[src/board_pkg.sv]
`default_nettype none

package board_pkg;

    // Bus widths
    localparam int ADDR_W = 16;
    localparam int DATA_W = 32;

    // Address map, byte addresses
    localparam logic [ADDR_W-1:0] RAM_BASE       = 16'h0000;
    localparam logic [ADDR_W-1:0] KEY_DATA_ADDR  = 16'h1000;
    localparam logic [ADDR_W-1:0] KEY_STAT_ADDR  = 16'h1004;
    localparam logic [ADDR_W-1:0] UART_DATA_ADDR = 16'h1100;
    localparam logic [ADDR_W-1:0] UART_STAT_ADDR = 16'h1104;

    // Keyboard status register bits
    localparam int KEY_VALID_BIT   = 0;
    localparam int KEY_OVERRUN_BIT = 1;
    localparam int KEY_PARITY_BIT  = 2;

    // UART status register bits
    localparam int UART_BUSY_BIT = 0;

    // Address decode result
    typedef enum logic [1:0] {
        SLV_NONE,
        SLV_RAM,
        SLV_KEY,
        SLV_UART
    } slave_e;

    typedef enum logic [1:0] {
        BUS_IDLE,
        BUS_ACCESS,
        BUS_RESPOND
    } bus_state_e;

    // PS/2 receive frame position
    typedef enum logic [1:0] {
        PS2_IDLE,
        PS2_DATA,
        PS2_PARITY,
        PS2_STOP
    } ps2_state_e;

    typedef enum logic [1:0] {
        UART_IDLE,
        UART_START,
        UART_DATA,
        UART_STOP
    } uart_state_e;

endpackage

`default_nettype wire

[src/periph_if.sv]
`timescale 1ns/1ps
`default_nettype none

interface periph_if;
    import board_pkg::*;

    // One-cycle access strobe from the bus controller
    logic              sel;
    logic              we;
    // Word address, byte offset already stripped
    logic [ADDR_W-3:0] addr;
    logic [DATA_W-1:0] wdata;
    // Registered by the peripheral, valid the cycle after sel
    logic [DATA_W-1:0] rdata;

    modport controller (
        output sel,
        output we,
        output addr,
        output wdata,
        input  rdata
    );

    modport peripheral (
        input  sel,
        input  we,
        input  addr,
        input  wdata,
        output rdata
    );

endinterface

`default_nettype wire

[src/bus_controller.sv]
`timescale 1ns/1ps
`default_nettype none

module bus_controller #(
    parameter int RAM_WORDS = 1024
) (
    input  logic                         CLOCK_50,
    input  logic                         KEY0,
    input  logic                         cyc,
    input  logic                         stb,
    input  logic                         we,
    input  logic [board_pkg::ADDR_W-1:0] adr,
    input  logic [board_pkg::DATA_W-1:0] dat_w,
    output logic [board_pkg::DATA_W-1:0] dat_r,
    output logic                         ack,
    periph_if.controller                 ram,
    periph_if.controller                 key,
    periph_if.controller                 uart
);
    import board_pkg::*;

    localparam int RAM_BYTES = RAM_WORDS * 4;

    bus_state_e        state;
    slave_e            slave_q;
    slave_e            slave_d;
    logic              we_q;
    logic [ADDR_W-3:0] addr_q;
    logic [DATA_W-1:0] wdata_q;
    logic [DATA_W-1:0] rdata_mux;

    // Address decode of the incoming request
    always_comb begin
        slave_d = SLV_NONE;
        if (int'(adr) >= int'(RAM_BASE) && int'(adr) < int'(RAM_BASE) + RAM_BYTES) begin
            slave_d = SLV_RAM;
        end else if (adr == KEY_DATA_ADDR || adr == KEY_STAT_ADDR) begin
            slave_d = SLV_KEY;
        end else if (adr == UART_DATA_ADDR || adr == UART_STAT_ADDR) begin
            slave_d = SLV_UART;
        end
    end

    always_ff @(posedge CLOCK_50 or negedge KEY0) begin
        if (!KEY0) begin
            state   <= BUS_IDLE;
            slave_q <= SLV_NONE;
            ack     <= 1'b0;
        end else begin
            ack <= 1'b0;
            case (state)
                BUS_IDLE: begin
                    if (cyc && stb) begin
                        state   <= BUS_ACCESS;
                        slave_q <= slave_d;
                    end
                end
                // Peripheral registers its read data here
                BUS_ACCESS: state <= BUS_RESPOND;
                BUS_RESPOND: begin
                    state <= BUS_IDLE;
                    ack   <= 1'b1;
                end
                default: state <= BUS_IDLE;
            endcase
        end
    end

    // Request captured once, held through the access
    always_ff @(posedge CLOCK_50) begin
        if (state == BUS_IDLE && cyc && stb) begin
            we_q    <= we;
            addr_q  <= adr[ADDR_W-1:2];
            wdata_q <= dat_w;
        end
        if (state == BUS_RESPOND) begin
            dat_r <= rdata_mux;
        end
    end

    // Unmapped reads return zero
    always_comb begin
        case (slave_q)
            SLV_RAM:  rdata_mux = ram.rdata;
            SLV_KEY:  rdata_mux = key.rdata;
            SLV_UART: rdata_mux = uart.rdata;
            default:  rdata_mux = '0;
        endcase
    end

    assign ram.sel    = (state == BUS_ACCESS) && (slave_q == SLV_RAM);
    assign key.sel    = (state == BUS_ACCESS) && (slave_q == SLV_KEY);
    assign uart.sel   = (state == BUS_ACCESS) && (slave_q == SLV_UART);

    assign ram.we     = we_q;
    assign ram.addr   = addr_q;
    assign ram.wdata  = wdata_q;
    assign key.we     = we_q;
    assign key.addr   = addr_q;
    assign key.wdata  = wdata_q;
    assign uart.we    = we_q;
    assign uart.addr  = addr_q;
    assign uart.wdata = wdata_q;

endmodule

`default_nettype wire

[src/flat_wrapper.sv]
// flat-port wrapper written by rule: the top's interface ports become plain ports
module bus_controller_flat import board_pkg::*;
#(
    parameter int RAM_WORDS = 1024
)
  (CLOCK_50, KEY0, cyc, stb, we, adr, dat_w, dat_r, ack, ram_sel, ram_we, ram_addr, ram_wdata, ram_rdata, key_sel, key_we, key_addr, key_wdata, key_rdata, uart_sel, uart_we, uart_addr, uart_wdata, uart_rdata);
  periph_if ram_i ();
  periph_if key_i ();
  periph_if uart_i ();
  input  logic CLOCK_50;
  input  logic KEY0;
  input  logic cyc;
  input  logic stb;
  input  logic we;
  input  logic [board_pkg::ADDR_W-1:0] adr;
  input  logic [board_pkg::DATA_W-1:0] dat_w;
  output logic [board_pkg::DATA_W-1:0] dat_r;
  output logic ack;
  output wire logic [$bits(ram_i.sel)-1:0] ram_sel;
  output wire logic [$bits(ram_i.we)-1:0] ram_we;
  output wire logic [$bits(ram_i.addr)-1:0] ram_addr;
  output wire logic [$bits(ram_i.wdata)-1:0] ram_wdata;
  input wire logic [$bits(ram_i.rdata)-1:0] ram_rdata;
  output wire logic [$bits(key_i.sel)-1:0] key_sel;
  output wire logic [$bits(key_i.we)-1:0] key_we;
  output wire logic [$bits(key_i.addr)-1:0] key_addr;
  output wire logic [$bits(key_i.wdata)-1:0] key_wdata;
  input wire logic [$bits(key_i.rdata)-1:0] key_rdata;
  output wire logic [$bits(uart_i.sel)-1:0] uart_sel;
  output wire logic [$bits(uart_i.we)-1:0] uart_we;
  output wire logic [$bits(uart_i.addr)-1:0] uart_addr;
  output wire logic [$bits(uart_i.wdata)-1:0] uart_wdata;
  input wire logic [$bits(uart_i.rdata)-1:0] uart_rdata;
  assign ram_sel = ram_i.sel;
  assign ram_we = ram_i.we;
  assign ram_addr = ram_i.addr;
  assign ram_wdata = ram_i.wdata;
  assign ram_i.rdata = ram_rdata;
  assign key_sel = key_i.sel;
  assign key_we = key_i.we;
  assign key_addr = key_i.addr;
  assign key_wdata = key_i.wdata;
  assign key_i.rdata = key_rdata;
  assign uart_sel = uart_i.sel;
  assign uart_we = uart_i.we;
  assign uart_addr = uart_i.addr;
  assign uart_wdata = uart_i.wdata;
  assign uart_i.rdata = uart_rdata;
  bus_controller #(.RAM_WORDS(RAM_WORDS)) u_core (.CLOCK_50(CLOCK_50), .KEY0(KEY0), .cyc(cyc), .stb(stb), .we(we), .adr(adr), .dat_w(dat_w), .dat_r(dat_r), .ack(ack), .ram(ram_i), .key(key_i), .uart(uart_i));
endmodule
[config.mk]
export PLATFORM = sky130hd
export DESIGN_NAME = bus_controller_flat
export DESIGN_NICKNAME = d
export VERILOG_FILES = /design/src/board_pkg.sv /design/src/periph_if.sv /design/src/bus_controller.sv /design/src/flat_wrapper.sv
export SDC_FILE = /design/constraint.sdc
export NUM_CORES = 1
export LEC_CHECK = 0
export BUFFER_PORTS_ARGS = -buffer_cell sky130_fd_sc_hd__buf_2
export CAP_MARGIN = 0
export CORE_AREA = 8 8 120 122
export DETAILED_ROUTE_END_ITERATION = 12
export DIE_AREA = 0 0 128 130
export GPL_TIMING_DRIVEN = 0
export PLACE_DENSITY = 0.79
export SETUP_SLACK_MARGIN = 0.15
export SYNTH_ARGS = -nofsm -noshare
export SYNTH_HDL_FRONTEND = slang
export SYNTH_SLANG_ARGS = --single-unit
export TNS_END_PERCENT = 10
[constraint.sdc]
create_clock -name CLOCK_50 -period 7.3 [get_ports CLOCK_50]
set_input_delay 1.095 -clock CLOCK_50 [delete_from_list [all_inputs] [get_ports CLOCK_50]]
set_output_delay 1.095 -clock CLOCK_50 [all_outputs]
set_load 0.005 [all_outputs]
Word-level counts from Yosys, hierarchy flattened
Cells that the tools add are included.
W data, S select, Z words.

word-level totals
  input port bits = 149
  output and inout port bits = 177
  bits in registers = 84

cells by class
  mux-type cells = 7
  eq/ne operators = 10
  reductions and logical operators = 10
  $lt $le $gt $ge = 1

operators by type and width
  cell                    count
  $pmux W32 S3            1
  $eq A16 B13 Y1 const B  4
  $lt A16 B13 Y1 const B  1
  $mux W2                 4
  $eq A2 B2 Y1 const B    3
  $logic_and A1 B1 Y1     6
  $eq A2 B1 Y1 const B    2
  $pmux W2 S2             1
  $logic_not A2 Y1        1
  $logic_or A1 B1 Y1      2
  $ne A2 B1 Y1 const B    1
  $reduce_and A2 Y1       1
  $mux W1                 1

Longest topological paths before layout
  depth in word-level cells = 5
  gate-level depth with buffers = 6
  depth with buffers taken out = 3

Least setup slack after synthesis
No wires, ideal clock.

  path kind = in2reg
  start = input cyc
  end = register u_core.addr_q[0], in the netlist u_core.key.addr[0] (enable)
  setup slack = 4955 ps
  data required time = 6911 ps
  library setup time = 389 ps
  stages on the path = 1
  arrival time = 1956 ps
  cells stage by stage = and4bb_2

on the way
  cells in the longest elaborated chain, start to end = 2

ends and longest elaborated chain
  item                              RTL line              RTL
  start: declaration                flat_wrapper.sv:12    input logic cyc;
  $logic_and A1 B1 Y1 (2 in a row)  bus_controller.sv:71  if (state == BUS_IDLE && cyc && stb) begin
  end signal: assignment            bus_controller.sv:73  addr_q <= adr[ADDR_W-1:2];
  end: declaration                  bus_controller.sv:28  logic [ADDR_W-3:0] addr_q;

Every way passes these cells.
A chain may end at the register's enable or synchronous reset.

Worst setup path after layout
  start = register u_core.slave_q[1]
  end = output key_sel

on the way
  cells in the longest elaborated chain, start to end = 2

ends and longest elaborated chain
  item                      RTL line              RTL
  start: declaration        bus_controller.sv:25  slave_e slave_q;
  start signal: assignment  bus_controller.sv:55  slave_q <= slave_d;
  $eq A2 B2 Y1              bus_controller.sv:92  assign key.sel = (state == BUS_ACCESS) && (slave_q == SLV_KEY);
  $logic_and A1 B1 Y1       bus_controller.sv:92
  end: declaration          flat_wrapper.sv:24    output wire logic [$bits(key_i.sel)-1:0] key_sel;

Every way passes these cells.

==> results by group <==
Worst hold path
  • Worst hold path cell count: 1
  • Min-delay src: u_core.state[1]$_DFFE_PN0P_
  • Hold Crit Class: reg2reg
  • Hold EP: u_core.state[0]$_DFFE_PN0P_

STA
  • RSZ-0062 raised after global routing: false
  • Fmax: 385 MHz
  • Slew Limit Fails: 0
  • Crit share post-route: 35.5%
  • Relative slew slack: 16.3%
  • Worst-Margin Slew: 1.26 ns
  • Final hold viol count: 0
  • Fin crit period: 2.59 ns
  • Setup violators final: 0
  • Final Skew: 0.00586 ns
  • Setup TNS: 0 ns

Layout
  • Finished Layout Cells: 820
  • Most common cell after layout, fill and taps aside: buf_2
  • Fraction of layout cells with a size suffix above 1: 72.7%
  • # nets final: 792
  • Highest-count cells in the layout ignoring fill and taps: 326 x buf_2, 97 x buf_4, 79 x edfxtp_1
  • P&R area growth vs syn: 52.5%
  • Antenna cell count: 0
  • Fin util: 50.8%

CTS
  • Clk sinks: 84
  • Root Driver: clkbuf_16
  • Worst-path clk slew: 0.06 ns
  • CTS HTree Levels: 3
  • CTS resizes: 0
  • CTS Hold Bufs: 0
  • Max clock buf depth: 2
  • Later-pin clock latency in the skew report: 0.34 ns
  • CTS tree: yes
  • CTS Buf Count: 9
  • Post-CTS setup buffers: 0

Pwr
  • Tot Pwr: 1290 uW
  • Pwr dens: 204 nW/um2
  • Peak supply drop: 98.1 uV
  • Leak: 0.00310 uW

Detailed routing
  • DRT antenna net count: 0
  • 1st-pass router iterations: 4
  • WL per Instance: 17.6 um
  • Total Wirelength: 14500 um
  • Vias: 3474
  • Vias per cell: 4.24
  • DRT iter0 DRCs: 175
  • DRC Markers: 0

Synth
  • Avg Inst Size Synth: 13.5 um2
  • Yosys warning count: 0
  • Synthesized area: 4140 um2
  • Sequential area share after synthesis: 60.4%
  • Syn Nets: 455
  • Yosys reg bits: 84
  • Yosys cell types: 27
  • Synth Instances: 306

Critical path
  • R2R Path End: u_core.key.wdata[7]$_DFFE_PP_
  • Critical Path Sink Type: output port
  • WP data required: 6.20 ns
  • Crit path launch type: flip-flop
  • Worst-case reg-to-reg path depth: 1
  • R2R Setup Slk: 5.29 ns
  • Crit Path Class: reg2out
  • Worst endpoint data arrival time: 1.50 ns
  • Crit-path max FO: 10
  • R2R Path Start: u_core.state[0]$_DFFE_PN0P_

Global routing
  • Vias in the first global route: 3711
  • Overall Global Routing Usage: 16.9%
  • GR Layer Usage met3: 9.14%
  • Largest net degree at the start of global routing: 51
  • Grt total ovfl: 0
  • Met1 Use GR: 17.2%
  • Layer with the highest usage: met2
  • Met2 usage: 29.4%
  • First-pass GRT wire length: 20900 um
  • Initial antenna violation count: 0

Floorplan
  • Core Region: 12400 um2
  • Io pins: 326
  • Row count: 41
  • Die Area: 16600 um2
  • Initial Utilization: 33.3%
  • Die Y: 130 um
  • Die Wd: 128 um

Status
  • Status: finished clean

Placement
  • Routability Congestion: 0.846
  • HPWL after DPL: 12200 um
  • I/O Buffers: 325
  • Placed cell count: 804

Job
  • Total of max-cap violations: 0
per-stage QoR:
step           cell area [um2]  hold WS, ns  setup slack, ns
6_report                  6310        0.513             4.71
5_1_grt                   6310        0.532             4.61
4_1_cts                   6310        0.503             4.67
3_5_place_dp              6010        0.477             4.57
3_3_place_gp              5980        0.459             4.10
2_1_floorplan             4140        0.438             4.96
layout make-up:
type                    instances  area [um2]
clock buffers                  11         243
inverters                       1        3.75
fillers                      1166        6100
flip-flops and latches         84        2500
well taps                     172         215
clock inverters                 5        61.3
plain buffers                 105         821
multi-input cells             116         823
repair buffers                326        1650
power by group:
group          switching [uW]  internal (uW)  total, uW
clock                     186            275        461
sequential               14.0            561        575
combinational             116            137        253
total                     316            973       1290
per-layer routing:
layer | share of wire [%] | vias to the layer above
met5 | 0 | -
li1 | - | 1657
met1 | 37 | 1600
met4 | 1.5 | 0
met2 | 49 | 205
met3 | 12 | 12
flip-flops by register name, indices dropped and copies added, names as in the netlist:
register          flops
u_core.key.addr      14
u_core.dat_r         32
u_core.ack            1
u_core.slave_q        2
u_core.key.we         1
u_core.state          2
u_core.key.wdata     32
worst max path at each step:
stage          slack, ns  cells past startpoint                             end                     startpoint
2_1_floorplan       4.96                      1    u_core.key.addr[0]$_DFFE_PP_                            cyc
3_3_place_gp        4.10                      1      u_core.dat_r[11]$_DFFE_PP_    u_core.state[0]$_DFFE_PN0P_
3_5_place_dp        4.57                      2  u_core.key.wdata[15]$_DFFE_PP_                            stb
4_1_cts             4.67                      4                         key_sel  u_core.slave_q[1]$_DFFE_PN0P_
5_1_grt             4.61                      4                         key_sel  u_core.slave_q[1]$_DFFE_PN0P_
6_report            4.71                      4                         key_sel  u_core.slave_q[1]$_DFFE_PN0P_
critical path: stages, from the launching register on:
cell and delay [ns]:
dfrtp_1 0.45, inv_2 0.14, buf_6 0.18, nor3b_1 0.23, buf_2 0.16
cells in the mapped netlist (all sizes together):
cell,instances,share of area (%)
a31oi,1,0.15
and4bb,1,0.30
buf,104,20
clkbuf,1,0.091
dfrtp,5,3.0
edfxtp,79,57
inv,1,0.091
mux2i,33,8.0
nand2,33,3.6
nand2b,1,0.15
nand4,2,0.30
nor2,3,0.27
nor2b,3,0.63
nor3,2,0.24
nor3b,1,0.18
nor4,1,0.30
nor4b,2,0.57
nor4bb,1,0.24
o21ai,32,4.8
kinds of logic (layout without fill, tap and decap cells):
group	after synthesis	in the layout	synth area share, %
mux	33	33	7.98
compound gates	33	33	4.93
simple gates	50	50	6.80
flops	84	84	60.4
buf+inv	106	448	19.9
Note: power is estimated with default switching activity, not from simulation.
