--- config.mk ---
export PLATFORM = sky130hd
export DESIGN_NAME = uart_tx_flat
export DESIGN_NICKNAME = d
export VERILOG_FILES = /design/src/board_pkg.sv /design/src/periph_if.sv /design/src/uart_tx.sv /design/src/flat_wrapper.sv
export SDC_FILE = /design/constraint.sdc
export NUM_CORES = 1
export LEC_CHECK = 0
export ABC_AREA = 1
export BUFFER_PORTS_ARGS = -buffer_cell sky130_fd_sc_hd__buf_2
export CAP_MARGIN = 5
export CORE_ASPECT_RATIO = 1.1
export CORE_MARGIN = 4
export CORE_UTILIZATION = 45
export DETAILED_ROUTE_END_ITERATION = 16
export HOLD_SLACK_MARGIN = 0.15
export PLACE_DENSITY = 0.79
export SKIP_LAST_GASP = 1
export SLEW_MARGIN = 20
export SYNTH_ARGS = -nofsm -noshare
export SYNTH_HDL_FRONTEND = slang
export SYNTH_SLANG_ARGS = --single-unit
--- constraint.sdc ---
create_clock -name CLOCK_50 -period 2.14 [get_ports CLOCK_50]
set_input_delay 0.107 -clock CLOCK_50 [delete_from_list [all_inputs] [get_ports CLOCK_50]]
set_output_delay 0.107 -clock CLOCK_50 [all_outputs]
set_load 0.01 [all_outputs]
--- src/board_pkg.sv ---
`default_nettype none

package board_pkg;

    // Bus widths
    localparam int ADDR_W = 16;
    localparam int DATA_W = 32;

    // Address map, byte addresses
    localparam logic [ADDR_W-1:0] RAM_BASE       = 16'h0000;
    localparam logic [ADDR_W-1:0] KEY_DATA_ADDR  = 16'h1000;
    localparam logic [ADDR_W-1:0] KEY_STAT_ADDR  = 16'h1004;
    localparam logic [ADDR_W-1:0] UART_DATA_ADDR = 16'h1100;
    localparam logic [ADDR_W-1:0] UART_STAT_ADDR = 16'h1104;

    // Keyboard status register bits
    localparam int KEY_VALID_BIT   = 0;
    localparam int KEY_OVERRUN_BIT = 1;
    localparam int KEY_PARITY_BIT  = 2;

    // UART status register bits
    localparam int UART_BUSY_BIT = 0;

    // Address decode result
    typedef enum logic [1:0] {
        SLV_NONE,
        SLV_RAM,
        SLV_KEY,
        SLV_UART
    } slave_e;

    typedef enum logic [1:0] {
        BUS_IDLE,
        BUS_ACCESS,
        BUS_RESPOND
    } bus_state_e;

    // PS/2 receive frame position
    typedef enum logic [1:0] {
        PS2_IDLE,
        PS2_DATA,
        PS2_PARITY,
        PS2_STOP
    } ps2_state_e;

    typedef enum logic [1:0] {
        UART_IDLE,
        UART_START,
        UART_DATA,
        UART_STOP
    } uart_state_e;

endpackage

`default_nettype wire

--- src/periph_if.sv ---
`timescale 1ns/1ps
`default_nettype none

interface periph_if;
    import board_pkg::*;

    // One-cycle access strobe from the bus controller
    logic              sel;
    logic              we;
    // Word address, byte offset already stripped
    logic [ADDR_W-3:0] addr;
    logic [DATA_W-1:0] wdata;
    // Registered by the peripheral, valid the cycle after sel
    logic [DATA_W-1:0] rdata;

    modport controller (
        output sel,
        output we,
        output addr,
        output wdata,
        input  rdata
    );

    modport peripheral (
        input  sel,
        input  we,
        input  addr,
        input  wdata,
        output rdata
    );

endinterface

`default_nettype wire

--- src/uart_tx.sv ---
`timescale 1ns/1ps
`default_nettype none

module uart_tx #(
    parameter int BAUD_DIV = 434
) (
    input  logic         CLOCK_50,
    input  logic         KEY0,
    periph_if.peripheral bus,
    output logic         txd
);
    import board_pkg::*;

    localparam int CNT_W = $clog2(BAUD_DIV);
    localparam logic [ADDR_W-3:0] DATA_WORD = UART_DATA_ADDR[ADDR_W-1:2];

    uart_state_e       state;
    logic [CNT_W-1:0]  baud_cnt;
    logic [2:0]        bit_cnt;
    logic [2:0]        next_bit;
    logic [7:0]        tx_byte;
    logic              start_wr;
    logic              bit_end;
    logic              busy;
    logic [DATA_W-1:0] status;

    // Writes while busy are dropped
    assign start_wr = bus.sel && bus.we && (bus.addr == DATA_WORD) && (state == UART_IDLE);
    assign bit_end  = (baud_cnt == CNT_W'(BAUD_DIV - 1));
    assign next_bit = bit_cnt + 3'd1;
    assign busy     = (state != UART_IDLE);

    always_ff @(posedge CLOCK_50 or negedge KEY0) begin
        if (!KEY0) begin
            state    <= UART_IDLE;
            baud_cnt <= '0;
            bit_cnt  <= 3'd0;
            txd      <= 1'b1;
        end else begin
            if (state == UART_IDLE) begin
                baud_cnt <= '0;
                if (start_wr) begin
                    state <= UART_START;
                    txd   <= 1'b0;
                end
            end else if (!bit_end) begin
                baud_cnt <= baud_cnt + CNT_W'(1);
            end else begin
                baud_cnt <= '0;
                case (state)
                    UART_START: begin
                        state   <= UART_DATA;
                        bit_cnt <= 3'd0;
                        txd     <= tx_byte[0];
                    end
                    UART_DATA: begin
                        if (bit_cnt == 3'd7) begin
                            state <= UART_STOP;
                            txd   <= 1'b1;
                        end else begin
                            bit_cnt <= next_bit;
                            txd     <= tx_byte[next_bit];
                        end
                    end
                    default: state <= UART_IDLE;
                endcase
            end
        end
    end

    always_comb begin
        status                = '0;
        status[UART_BUSY_BIT] = busy;
    end

    always_ff @(posedge CLOCK_50) begin
        if (start_wr) begin
            tx_byte <= bus.wdata[7:0];
        end
        if (bus.sel) begin
            bus.rdata <= (bus.addr == DATA_WORD) ? {{(DATA_W-8){1'b0}}, tx_byte} : status;
        end
    end

endmodule

`default_nettype wire
--- src/flat_wrapper.sv ---
// flat-port wrapper written by rule: the top's interface ports become plain ports
module uart_tx_flat import board_pkg::*;
#(
    parameter int BAUD_DIV = 434
)
  (CLOCK_50, KEY0, txd, bus_sel, bus_we, bus_addr, bus_wdata, bus_rdata);
  periph_if bus_i ();
  input  logic CLOCK_50;
  input  logic KEY0;
  output logic txd;
  input wire logic [$bits(bus_i.sel)-1:0] bus_sel;
  input wire logic [$bits(bus_i.we)-1:0] bus_we;
  input wire logic [$bits(bus_i.addr)-1:0] bus_addr;
  input wire logic [$bits(bus_i.wdata)-1:0] bus_wdata;
  output wire logic [$bits(bus_i.rdata)-1:0] bus_rdata;
  assign bus_i.sel = bus_sel;
  assign bus_i.we = bus_we;
  assign bus_i.addr = bus_addr;
  assign bus_i.wdata = bus_wdata;
  assign bus_rdata = bus_i.rdata;
  uart_tx #(.BAUD_DIV(BAUD_DIV)) u_core (.CLOCK_50(CLOCK_50), .KEY0(KEY0), .bus(bus_i), .txd(txd));
endmodule
* After elaboration in Yosys (flattened, before gate mapping)
Cells that the tools add are included.
** Word-level totals
- Memories kept :: 0
- Flip-flop bits (word level) :: 55
- Latch bits :: 0
- ROM bits :: 0
- Output and inout bits :: 33
- Bits in writable memories :: 0
- Logic and storage cells :: 47
- Input port bits :: 50
** Cells by class
- Bitwise logic cells :: 1
- Shift-type cells :: 0
- Reductions and logical operators :: 11
- Multiplexer cells :: 17
- $add $sub $neg :: 2
- Divide/modulo/power cells :: 0
- Multiply operators :: 0
- Eq/ne operators :: 8
- $lt $le $gt $ge :: 1
** Operators with widths (number)
- 9-bit 2-to-1 mux :: 2
- 14-bit by 11-bit equality test with 1-bit output, second input constant :: 1
- 9-bit by 1-bit adder with 9-bit output, second input constant :: 1
- 9-bit equality test, second input constant :: 1
- 2-bit 2-to-1 mux :: 4
- 1-bit 2-to-1 mux :: 6
- 3-bit case mux with 2 select lines :: 1
- 3-bit AND reduction :: 2
- 2-bit nonzero test :: 3
- 3-bit by 4-bit < comparator with 1-bit output, second input constant :: 1
- 2-bit case mux with 2 select lines :: 1
- 4-bit AND reduction :: 1
- 3-bit by 1-bit adder with 3-bit output, second input constant :: 1
- 1-bit binary-select mux with 3-bit select :: 1
- 3-bit equality test, second input constant :: 1
- 1-bit logical AND :: 3
- 3-bit 2-to-1 mux :: 1
- 3-bit by 1-bit != test with 1-bit output, second input constant :: 1
- 3-bit nonzero test :: 1
- 2-bit by 1-bit equality test with 1-bit output, second input constant :: 1
- 2-bit equality test, second input constant :: 1
- 2-bit zero test :: 1
- 2-bit by 1-bit != test with 1-bit output, second input constant :: 1
- 2-bit != test, second input constant :: 1
- other kinds (2) :: 2

* Logic depth before layout (Yosys ltp)
Gate-level depths: netlist of the first run.
- Word-level depth :: 7
- Gate-level depth with buffers :: 10
- Gate-level depth less buffers :: 10

* Worst setup path before layout of the first run
Ideal clock, no wire load.
- Kind :: register to register
- Start :: reg u_core.state[0]
- End :: reg u_core.tx_byte[0] (enable)
- Arrival :: 1.164 ns
- Library setup time :: 0.324 ns
- Period minus slack after synthesis :: 1.488 ns
- Buffers on the path :: 0
- Data required time :: 1.816 ns
- Stages on the path, launching flop included :: 7
- Path slack :: 0.652 ns
- Cells stage by stage :: dfrtp_1 inv_1 ha_1 inv_2 nor2_1 nand3_1 inv_1
** Between the ends
- Word-level cells in the longest chain between the ends :: 2
** RTL lines
- start: declaration :: RTL line uart_tx.sv:17 : uart_state_e state;
- start signal: assignment :: RTL line uart_tx.sv:35 : state <= UART_IDLE;
- start signal: assignment :: RTL line uart_tx.sv:43 : state <= UART_START;
- start signal: assignment :: RTL line uart_tx.sv:52 : state <= UART_DATA;
- 2-bit zero test :: RTL line uart_tx.sv:28 : assign start_wr = bus.sel && bus.we && (bus.addr == DATA_WORD) && (state == UART_IDLE);
- 1-bit logical AND :: RTL line uart_tx.sv:28
- via u_core.start_wr :: RTL line uart_tx.sv:22 : logic start_wr;
- end signal: assignment :: RTL line uart_tx.sv:78 : tx_byte <= bus.wdata[7:0];
- end: declaration :: RTL line uart_tx.sv:21 : logic [7:0] tx_byte;
The timed path passes the listed nets, and every way through them passes these cells.
A chain may end at the register's enable or synchronous reset.

* Final worst setup path of the first run
- Start :: reg u_core.state[0]
- End :: reg u_core.tx_byte[3] (enable)
The elaborated chain is that of the path after synthesis.

==> results.sh, run 1 <==
export IMPL_outcome="finished, final reports clean"
export IMPL_start_kind="flip-flop"
export IMPL_worstPathRequired_ns=2.16
export IMPL_ioPinCount=83
export IMPL_grt_max_degree=16
export IMPL_drive_gt1_share_pct=19.41
export IMPL_ctsRootBufferMaster="clkbuf_4"
export IMPL_wire_per_inst_um=10.59
export IMPL_grt_usage_pct=14.72
export IMPL_yosysWarningCount=0
export IMPL_die_w_um=66.11
export IMPL_synth_top_cell_area_share_pct=28.74
export IMPL_clock_path_buffers=2
export IMPL_finalCriticalPeriod_ns=1.739
export IMPL_clk_pin_slew_worst_paths_ns=0.10
export IMPL_place_congestion=0.7815
export IMPL_totalWireLength_um=3018
export IMPL_diodes=0
export IMPL_grt_pass1_wl_um=5306
export IMPL_skew_ns=0.007678
export IMPL_layoutNonFillerInstCount=285
export IMPL_cts_made_buffers=5
export IMPL_synth_seq_cells=31
export IMPL_die_area_mm2=0.004755
export IMPL_hp_class="in -> async"
export IMPL_reg2reg_from="u_core.state[0]"
export IMPL_die_y_um=71.92
export IMPL_viasPerCell=4.418
export IMPL_fin_setup_tns_ns=0
export IMPL_endpoint_kind="flip-flop"
export IMPL_drtIter0Drc=51
export IMPL_power_density_mw_per_mm2=580.7
export IMPL_criticalPathCategory="reg -> reg"
export IMPL_io_buffers=34
export IMPL_place_inst=267
export IMPL_syn_area_mm2=0.001672
export IMPL_std_cell_rows=22
export IMPL_finalCritPeriodShare_pct=81.28
export IMPL_grt_setup_unrepaired="no"
export IMPL_startpoint="u_core.state[0]"
export IMPL_coreArea_mm2=0.003468
export IMPL_synthTopCellsByArea="edfxtp_1 29%, dfrtp_1 21%, buf_4 11%, nand2_1 7.6%, nor2_1 6.3%"
export IMPL_synth_top_cell_by_area="edfxtp_1"
export IMPL_crit_fanout=8
export IMPL_h_tree_depth=2
export IMPL_clkLatencyLatePin_ns=0.34
export IMPL_p_leak_nw=0.9613
export IMPL_slew_viol_final=0
export IMPL_area_growth_pct=18.71
export IMPL_cp_data_arrival_time_ns=1.76
export IMPL_synthCells=186
export IMPL_drcViolationCount=0
export IMPL_cts_setup_buffers=0
export IMPL_grt_pass1_vias=1202
export IMPL_drt_pass1_iter_count=4
export IMPL_max_clock_freq_mhz=574.9
export IMPL_yosysSeqAreaShare_pct=51.27
export IMPL_maxCapViolations=0
export IMPL_cts_tree="done"
export IMPL_dpl_hpwl_um=2249
export IMPL_post_synth_num_cell_types=22
export IMPL_numClockSinks=31
export IMPL_start_util_pct=48.20
export IMPL_hold_viol=0
export IMPL_ir_drop_uv=263.0
export IMPL_grt_ovfl_total=0
export IMPL_ant_nets=0
export IMPL_vias=1259
export IMPL_grt_antenna_before_repair=0
export IMPL_nNetsFinal=293
export IMPL_finalSetupViolCount=0
export IMPL_syn_avg_cell_area_um2=8.987
==> repair_timing <==
action	in CTS	in global routing
hold endpoints to repair	31	0
hold buffers	10	0
resized for setup	0	0
==> flip-flops by register name, indices dropped and copies added (netlist names) <==
name              flops
u_core.bit_cnt        3
u_core.baud_cnt       9
u_core.txd            1
u_core.state          2
u_core.tx_byte        8
u_core.bus.rdata      8
==> cells in the final DEF, fill, tap and decap left out <==
| master | count |
|---|---|
| xor2_1 | 1 |
| clkinv_1 | 1 |
| inv_2 | 1 |
| conb_1 | 24 |
| nor3_2 | 3 |
| o21ai_0 | 2 |
| nand3b_1 | 1 |
| clkbuf_4 | 5 |
| clkinv_2 | 1 |
| inv_1 | 23 |
| o31ai_1 | 2 |
| xnor2_1 | 1 |
| nand3_1 | 12 |
| nor3_1 | 5 |
| dlygate4sd3_1 | 10 |
| dfstp_2 | 1 |
| nor2_1 | 28 |
| buf_2 | 34 |
| nand4_1 | 3 |
| dfrtp_1 | 14 |
| nand2_1 | 34 |
| edfxtp_1 | 16 |
| bufinv_16 | 1 |
| a21oi_1 | 5 |
| or2_0 | 1 |
| o21ai_1 | 1 |
| ha_1 | 7 |
==> kinds of logic after synthesis <==
logic type	count (synthesis)	synth area share, %
DFF	31	51.27
adders and majority gates	7	5.239
xor gates and xnor gates	2	1.048
buffers and inverters	48	16.17
other	1	0.2243
and+or+nand+nor	87	22.75
AOI/OAI and AO/OA	10	3.293
==> cells in the mapped netlist <==
master	count
nand2_1	34
nor2_1	28
buf_4	24
inv_1	23
edfxtp_1	16
dfrtp_1	14
nand3_1	12
ha_1	7
a21oi_1	5
nor3_1	5
nand4_1	3
nor3_2	3
o21ai_0	2
o31ai_1	2
conb_1	1
dfstp_2	1
inv_2	1
nand3b_1	1
o21ai_1	1
or2_0	1
xnor2_1	1
xor2_1	1
==> per-layer routing <==
metal  GRT usage [%]  part of all wire, %  up-vias
li1                -                    -      650
met1           17.32                   40      555
met2           23.70                   49       46
met3           3.870                  7.8        8
met4           9.255                  2.8        0
met5               0                    0        -
==> report_power, final <==
part	internal [W]	total (W)	leakage [nW]	switching [W]
clock network	0.000240	0.000445	0.0426	0.000205
registers	0.000631	0.000632	0.363	0.000000705
logic	0.0000331	0.0000762	0.555	0.0000430
total	0.000904	0.00115	0.961	0.000248
==> stage by stage <==
step	total power (W)	utilization [%]	hold WS (ns)	cell area (um^2)	setup slack [ns]
2_1_floorplan	0.0007038	-	-0.1886	1758	0.6516
3_3_place_gp	0.0007041	52.13	0.02510	1808	0.4931
3_5_place_dp	0.0007052	52.13	0.02850	1808	0.4225
4_1_cts	0.001158	57.22	0.1896	1984	0.4017
5_1_grt	0.001197	57.22	0.2216	1984	0.2103
6_report	0.001152	57.22	0.1833	1984	0.4007
==> cell type report <==
class,count,area [um^2]
inverter,24,90.09
clock inverter,3,38.79
tap,48,60.06
clock buffer,5,37.54
timing repair buffer,44,270.3
multi-input combinational,130,630.6
sequential,31,857.1
fill,326,1484
==> path summary, 6_finish.rpt <==
| check | endpoint | slack [ns] | cells after the start |
|---|---|---|---|
| worst min register to register | u_core.txd | 0.48 | 2 |
| max in group asynchronous | u_core.txd | 1.65 | 2 |
| worst min-delay path | u_core.bit_cnt[2] | 0.18 | 2 |
| min in group CLOCK_50 | u_core.state[0] | 0.29 | 6 |
| worst max-delay path | u_core.tx_byte[3] | 0.40 | 6 |
| worst max register to register | u_core.tx_byte[3] | 0.40 | 6 |
==> worst max-delay path, stage by stage, from the launching register on <==
cell and delay [ns]:
dfrtp_1 0.39, inv_1 0.11, ha_1 0.28, inv_2 0.09, nor2_1 0.11, nand3_1 0.16, inv_1 0.29
Power figures use the tool's default switching activity.
==> inputs of run 2 (changes only) <==
--- a/config.mk
+++ b/config.mk
@@ -10,10 +10,10 @@
 export CAP_MARGIN = 5
 export CORE_ASPECT_RATIO = 1.1
 export CORE_MARGIN = 4
-export CORE_UTILIZATION = 45
+export CORE_UTILIZATION = 41
 export DETAILED_ROUTE_END_ITERATION = 16
 export HOLD_SLACK_MARGIN = 0.15
-export PLACE_DENSITY = 0.79
+export PLACE_DENSITY = 0.76
 export SKIP_LAST_GASP = 1
 export SLEW_MARGIN = 20
 export SYNTH_ARGS = -nofsm -noshare
==> constraint.sdc (replaced) <==
create_clock -name CLOCK_50 -period 1.6 [get_ports CLOCK_50]
set_input_delay 0.08 -clock CLOCK_50 [delete_from_list [all_inputs] [get_ports CLOCK_50]]
set_output_delay 0.08 -clock CLOCK_50 [all_outputs]
set_load 0.01 [all_outputs]
==> run 2 against run 1 <==
  * Sequential power is 34% higher
  * Critical path depth stayed put
  * Sequential cell count stayed put
  * Clock skew is 0.0010 ns lower
  * Clock power is 65% higher
  * Clock-buffer cell count stayed put
  * Largest power group unchanged
==> results.sh, run 2 (synthesis results as in run 1) <==
export IMPL_die_y_um=74.97
export IMPL_p_seq_share_pct=50.3
export IMPL_worstPathRequired_ns=1.78
export IMPL_std_cell_rows=24
export IMPL_grt_use_met2_pct=24.79
export IMPL_slew_viol_final=0
export IMPL_skew_ns=0.006653
export IMPL_reg_largest_list="u_core.baud_cnt: 9 flops, u_core.bus.rdata: 8 flops, u_core.tx_byte: 8 flops"
export IMPL_outcome="finished, final reports clean"
export IMPL_power_frac_clock_pct=43.7
export IMPL_p_switching_w=0.0003392
export IMPL_vias=1295
export IMPL_use_met1_pct=13.49
export IMPL_wire_per_inst_um=10.51
export IMPL_diodes=0
export IMPL_ioPinCount=83
export IMPL_coreArea_mm2=0.003964
export IMPL_h_tree_depth=2
export IMPL_totalWireLength_um=3078
export IMPL_maxCapViolations=0
export IMPL_hold_viol=0
export IMPL_grt_usage_pct=13.74
export IMPL_top_register="u_core.baud_cnt"
export IMPL_clk_pin_slew_worst_paths_ns=0.07
export IMPL_finalCritPeriodShare_pct=90.49
export IMPL_cp_data_arrival_time_ns=1.63
export IMPL_criticalPathCategory="reg -> reg"
export IMPL_max_clock_freq_mhz=690.7
export IMPL_hp_class="in -> async"
export IMPL_rr_worst_depth=6
export IMPL_finalSetupViolCount=0
export IMPL_layout_common_cells="34 x nand2_1, 34 x buf_2, 28 x nor2_1"
export IMPL_reg2reg_from="u_core.bit_cnt[0]"
export IMPL_nNetsFinal=297
export IMPL_swShare_pct=20.15
export IMPL_grt_ovfl_total=0
export IMPL_drive_gt1_share_pct=22.41
export IMPL_ant_nets=0
export IMPL_numClockSinks=31
export IMPL_dpl_hpwl_um=2360
export IMPL_clkLatencyLatePin_ns=0.28
export IMPL_combPwrFrac_pct=6.0
export IMPL_dp_slack_ns=0.09108
export IMPL_power_density_mw_per_mm2=815.0
export IMPL_grt_setup_unrepaired="yes"
export IMPL_area_growth_pct=23.58
export IMPL_place_congestion=0.7993
export IMPL_viasPerCell=4.420
export IMPL_setup_ws_ns=0.1521
export IMPL_finalCriticalPeriod_ns=1.448
export IMPL_ir_drop_uv=318.0
export IMPL_start_util_pct=42.17
export IMPL_crit_fanout=6
export IMPL_p_leak_nw=0.9946
export IMPL_grt_max_degree=16
export IMPL_drtIter0Drc=72
export IMPL_ctsRootBufferMaster="clkbuf_8"
export IMPL_top_usage_layer="met2"
export IMPL_met3_usage_pct=2.537
export IMPL_start_kind="flip-flop"
export IMPL_clock_path_buffers=2
export IMPL_grt_pass1_wl_um=5092
export IMPL_largest_reg_flops=9
export IMPL_cts_tree="done"
export IMPL_endpoint_kind="flip-flop"
export IMPL_crit_end="u_core.bit_cnt[0]"
export IMPL_cts_made_buffers=5
export IMPL_grt_pass1_vias=1238
export IMPL_fin_setup_tns_ns=0
export IMPL_die_w_um=68.88
export IMPL_grt_antenna_before_repair=0
export IMPL_startpoint="u_core.bit_cnt[0]"
export IMPL_fillers=393
export IMPL_r2r_end="u_core.bit_cnt[0]"
export IMPL_drcViolationCount=0
export IMPL_die_area_mm2=0.005164
export IMPL_reg2reg_slack_ns=0.15
export IMPL_intPower_w=0.001344
export IMPL_io_buffers=34
export IMPL_drt_pass1_iter_count=4
==> run 2: cell types whose count changed in the layout (fill, tap and decap cells not counted) <==
cell	previous run	this run
buf_4	0	4
clkbuf_4	5	0
clkbuf_8	0	5
inv_1	23	22
inv_2	1	2
nand3_1	12	11
nand3_2	0	1
nor3_1	5	3
nor3_2	3	5
==> run 2: power by group through the flow <==
stage               sequential, W  combinational [W]  clock, W
floorplan                0.000866          0.0000753         0
global placement         0.000862          0.0000799         0
detailed placement       0.000862          0.0000815         0
CTS                      0.000846           0.000101  0.000744
global route             0.000846           0.000117  0.000798
finish                   0.000846           0.000101  0.000736
==> run 2: routing by layer <==
metal | up-vias | part of all wire [%] | routed length, um
met1 | 585 | 37 | 1141
met5 | - | 0 | 0
li1 | 657 | - | -
met3 | 9 | 6.2 | 191
met4 | 0 | 3.7 | 114
met2 | 44 | 53 | 1631
==> run 2: worst min-delay path by stage <==
stage	endpoint	slack [ns]	depth (start not counted)
after global placement	u_core.baud_cnt[5]	-0.002	1
after detailed placement	u_core.baud_cnt[4]	0.002	1
after global routing	u_core.baud_cnt[4]	0.26	2
final	u_core.baud_cnt[4]	0.22	2
after CTS	u_core.baud_cnt[7]	0.23	2
after floorplan	u_core.baud_cnt[0]	-0.22	0
==> run 2: worst max-delay path, stage by stage, from the launching register on <==
cell and delay, ns:
dfrtp_1 0.39, ha_1 0.21, ha_1 0.20, a21oi_1 0.17, nand3_2 0.15, a21oi_1 0.18
inv_1 0.05
==> run 2: layout make-up <==
class                           count  area (um^2)  share of cell area (%)
Clock buffer                        5        68.82                   3.331
Timing Repair Buffer               48        300.3                   14.54
Sequential cell                    31        857.1                   41.49
Multi-Input combinational cell    130        645.6                   31.25
Clock inverter                      3        38.79                   1.878
Inverter                           24        90.09                   4.361
Tap cell                           52        65.06                   3.150
==> run 2: per-stage QoR <==
step / util [%] / total power (W) / cells / hold slack [ns] / area [um^2]
floorplan: - / 0.0009414 / 209 / -0.2156 / 1758
global placement: 46.50 / 0.0009417 / 275 / -0.001748 / 1843
detailed placement: 46.50 / 0.0009435 / 275 / 0.001550 / 1843
CTS: 51.74 / 0.001691 / 293 / 0.2312 / 2051
global route: 52.11 / 0.001760 / 293 / 0.2631 / 2066
finish: 52.11 / 0.001684 / 293 / 0.2206 / 2066
==> run 2: repair_timing <==
item | CTS | global route
endpoints found under the setup margin | 0 | 13
gates resized for setup | 0 | 4
hold endpoints to repair | 30 | 0
hold buffers | 10 | 0
setup buffers | 0 | 0
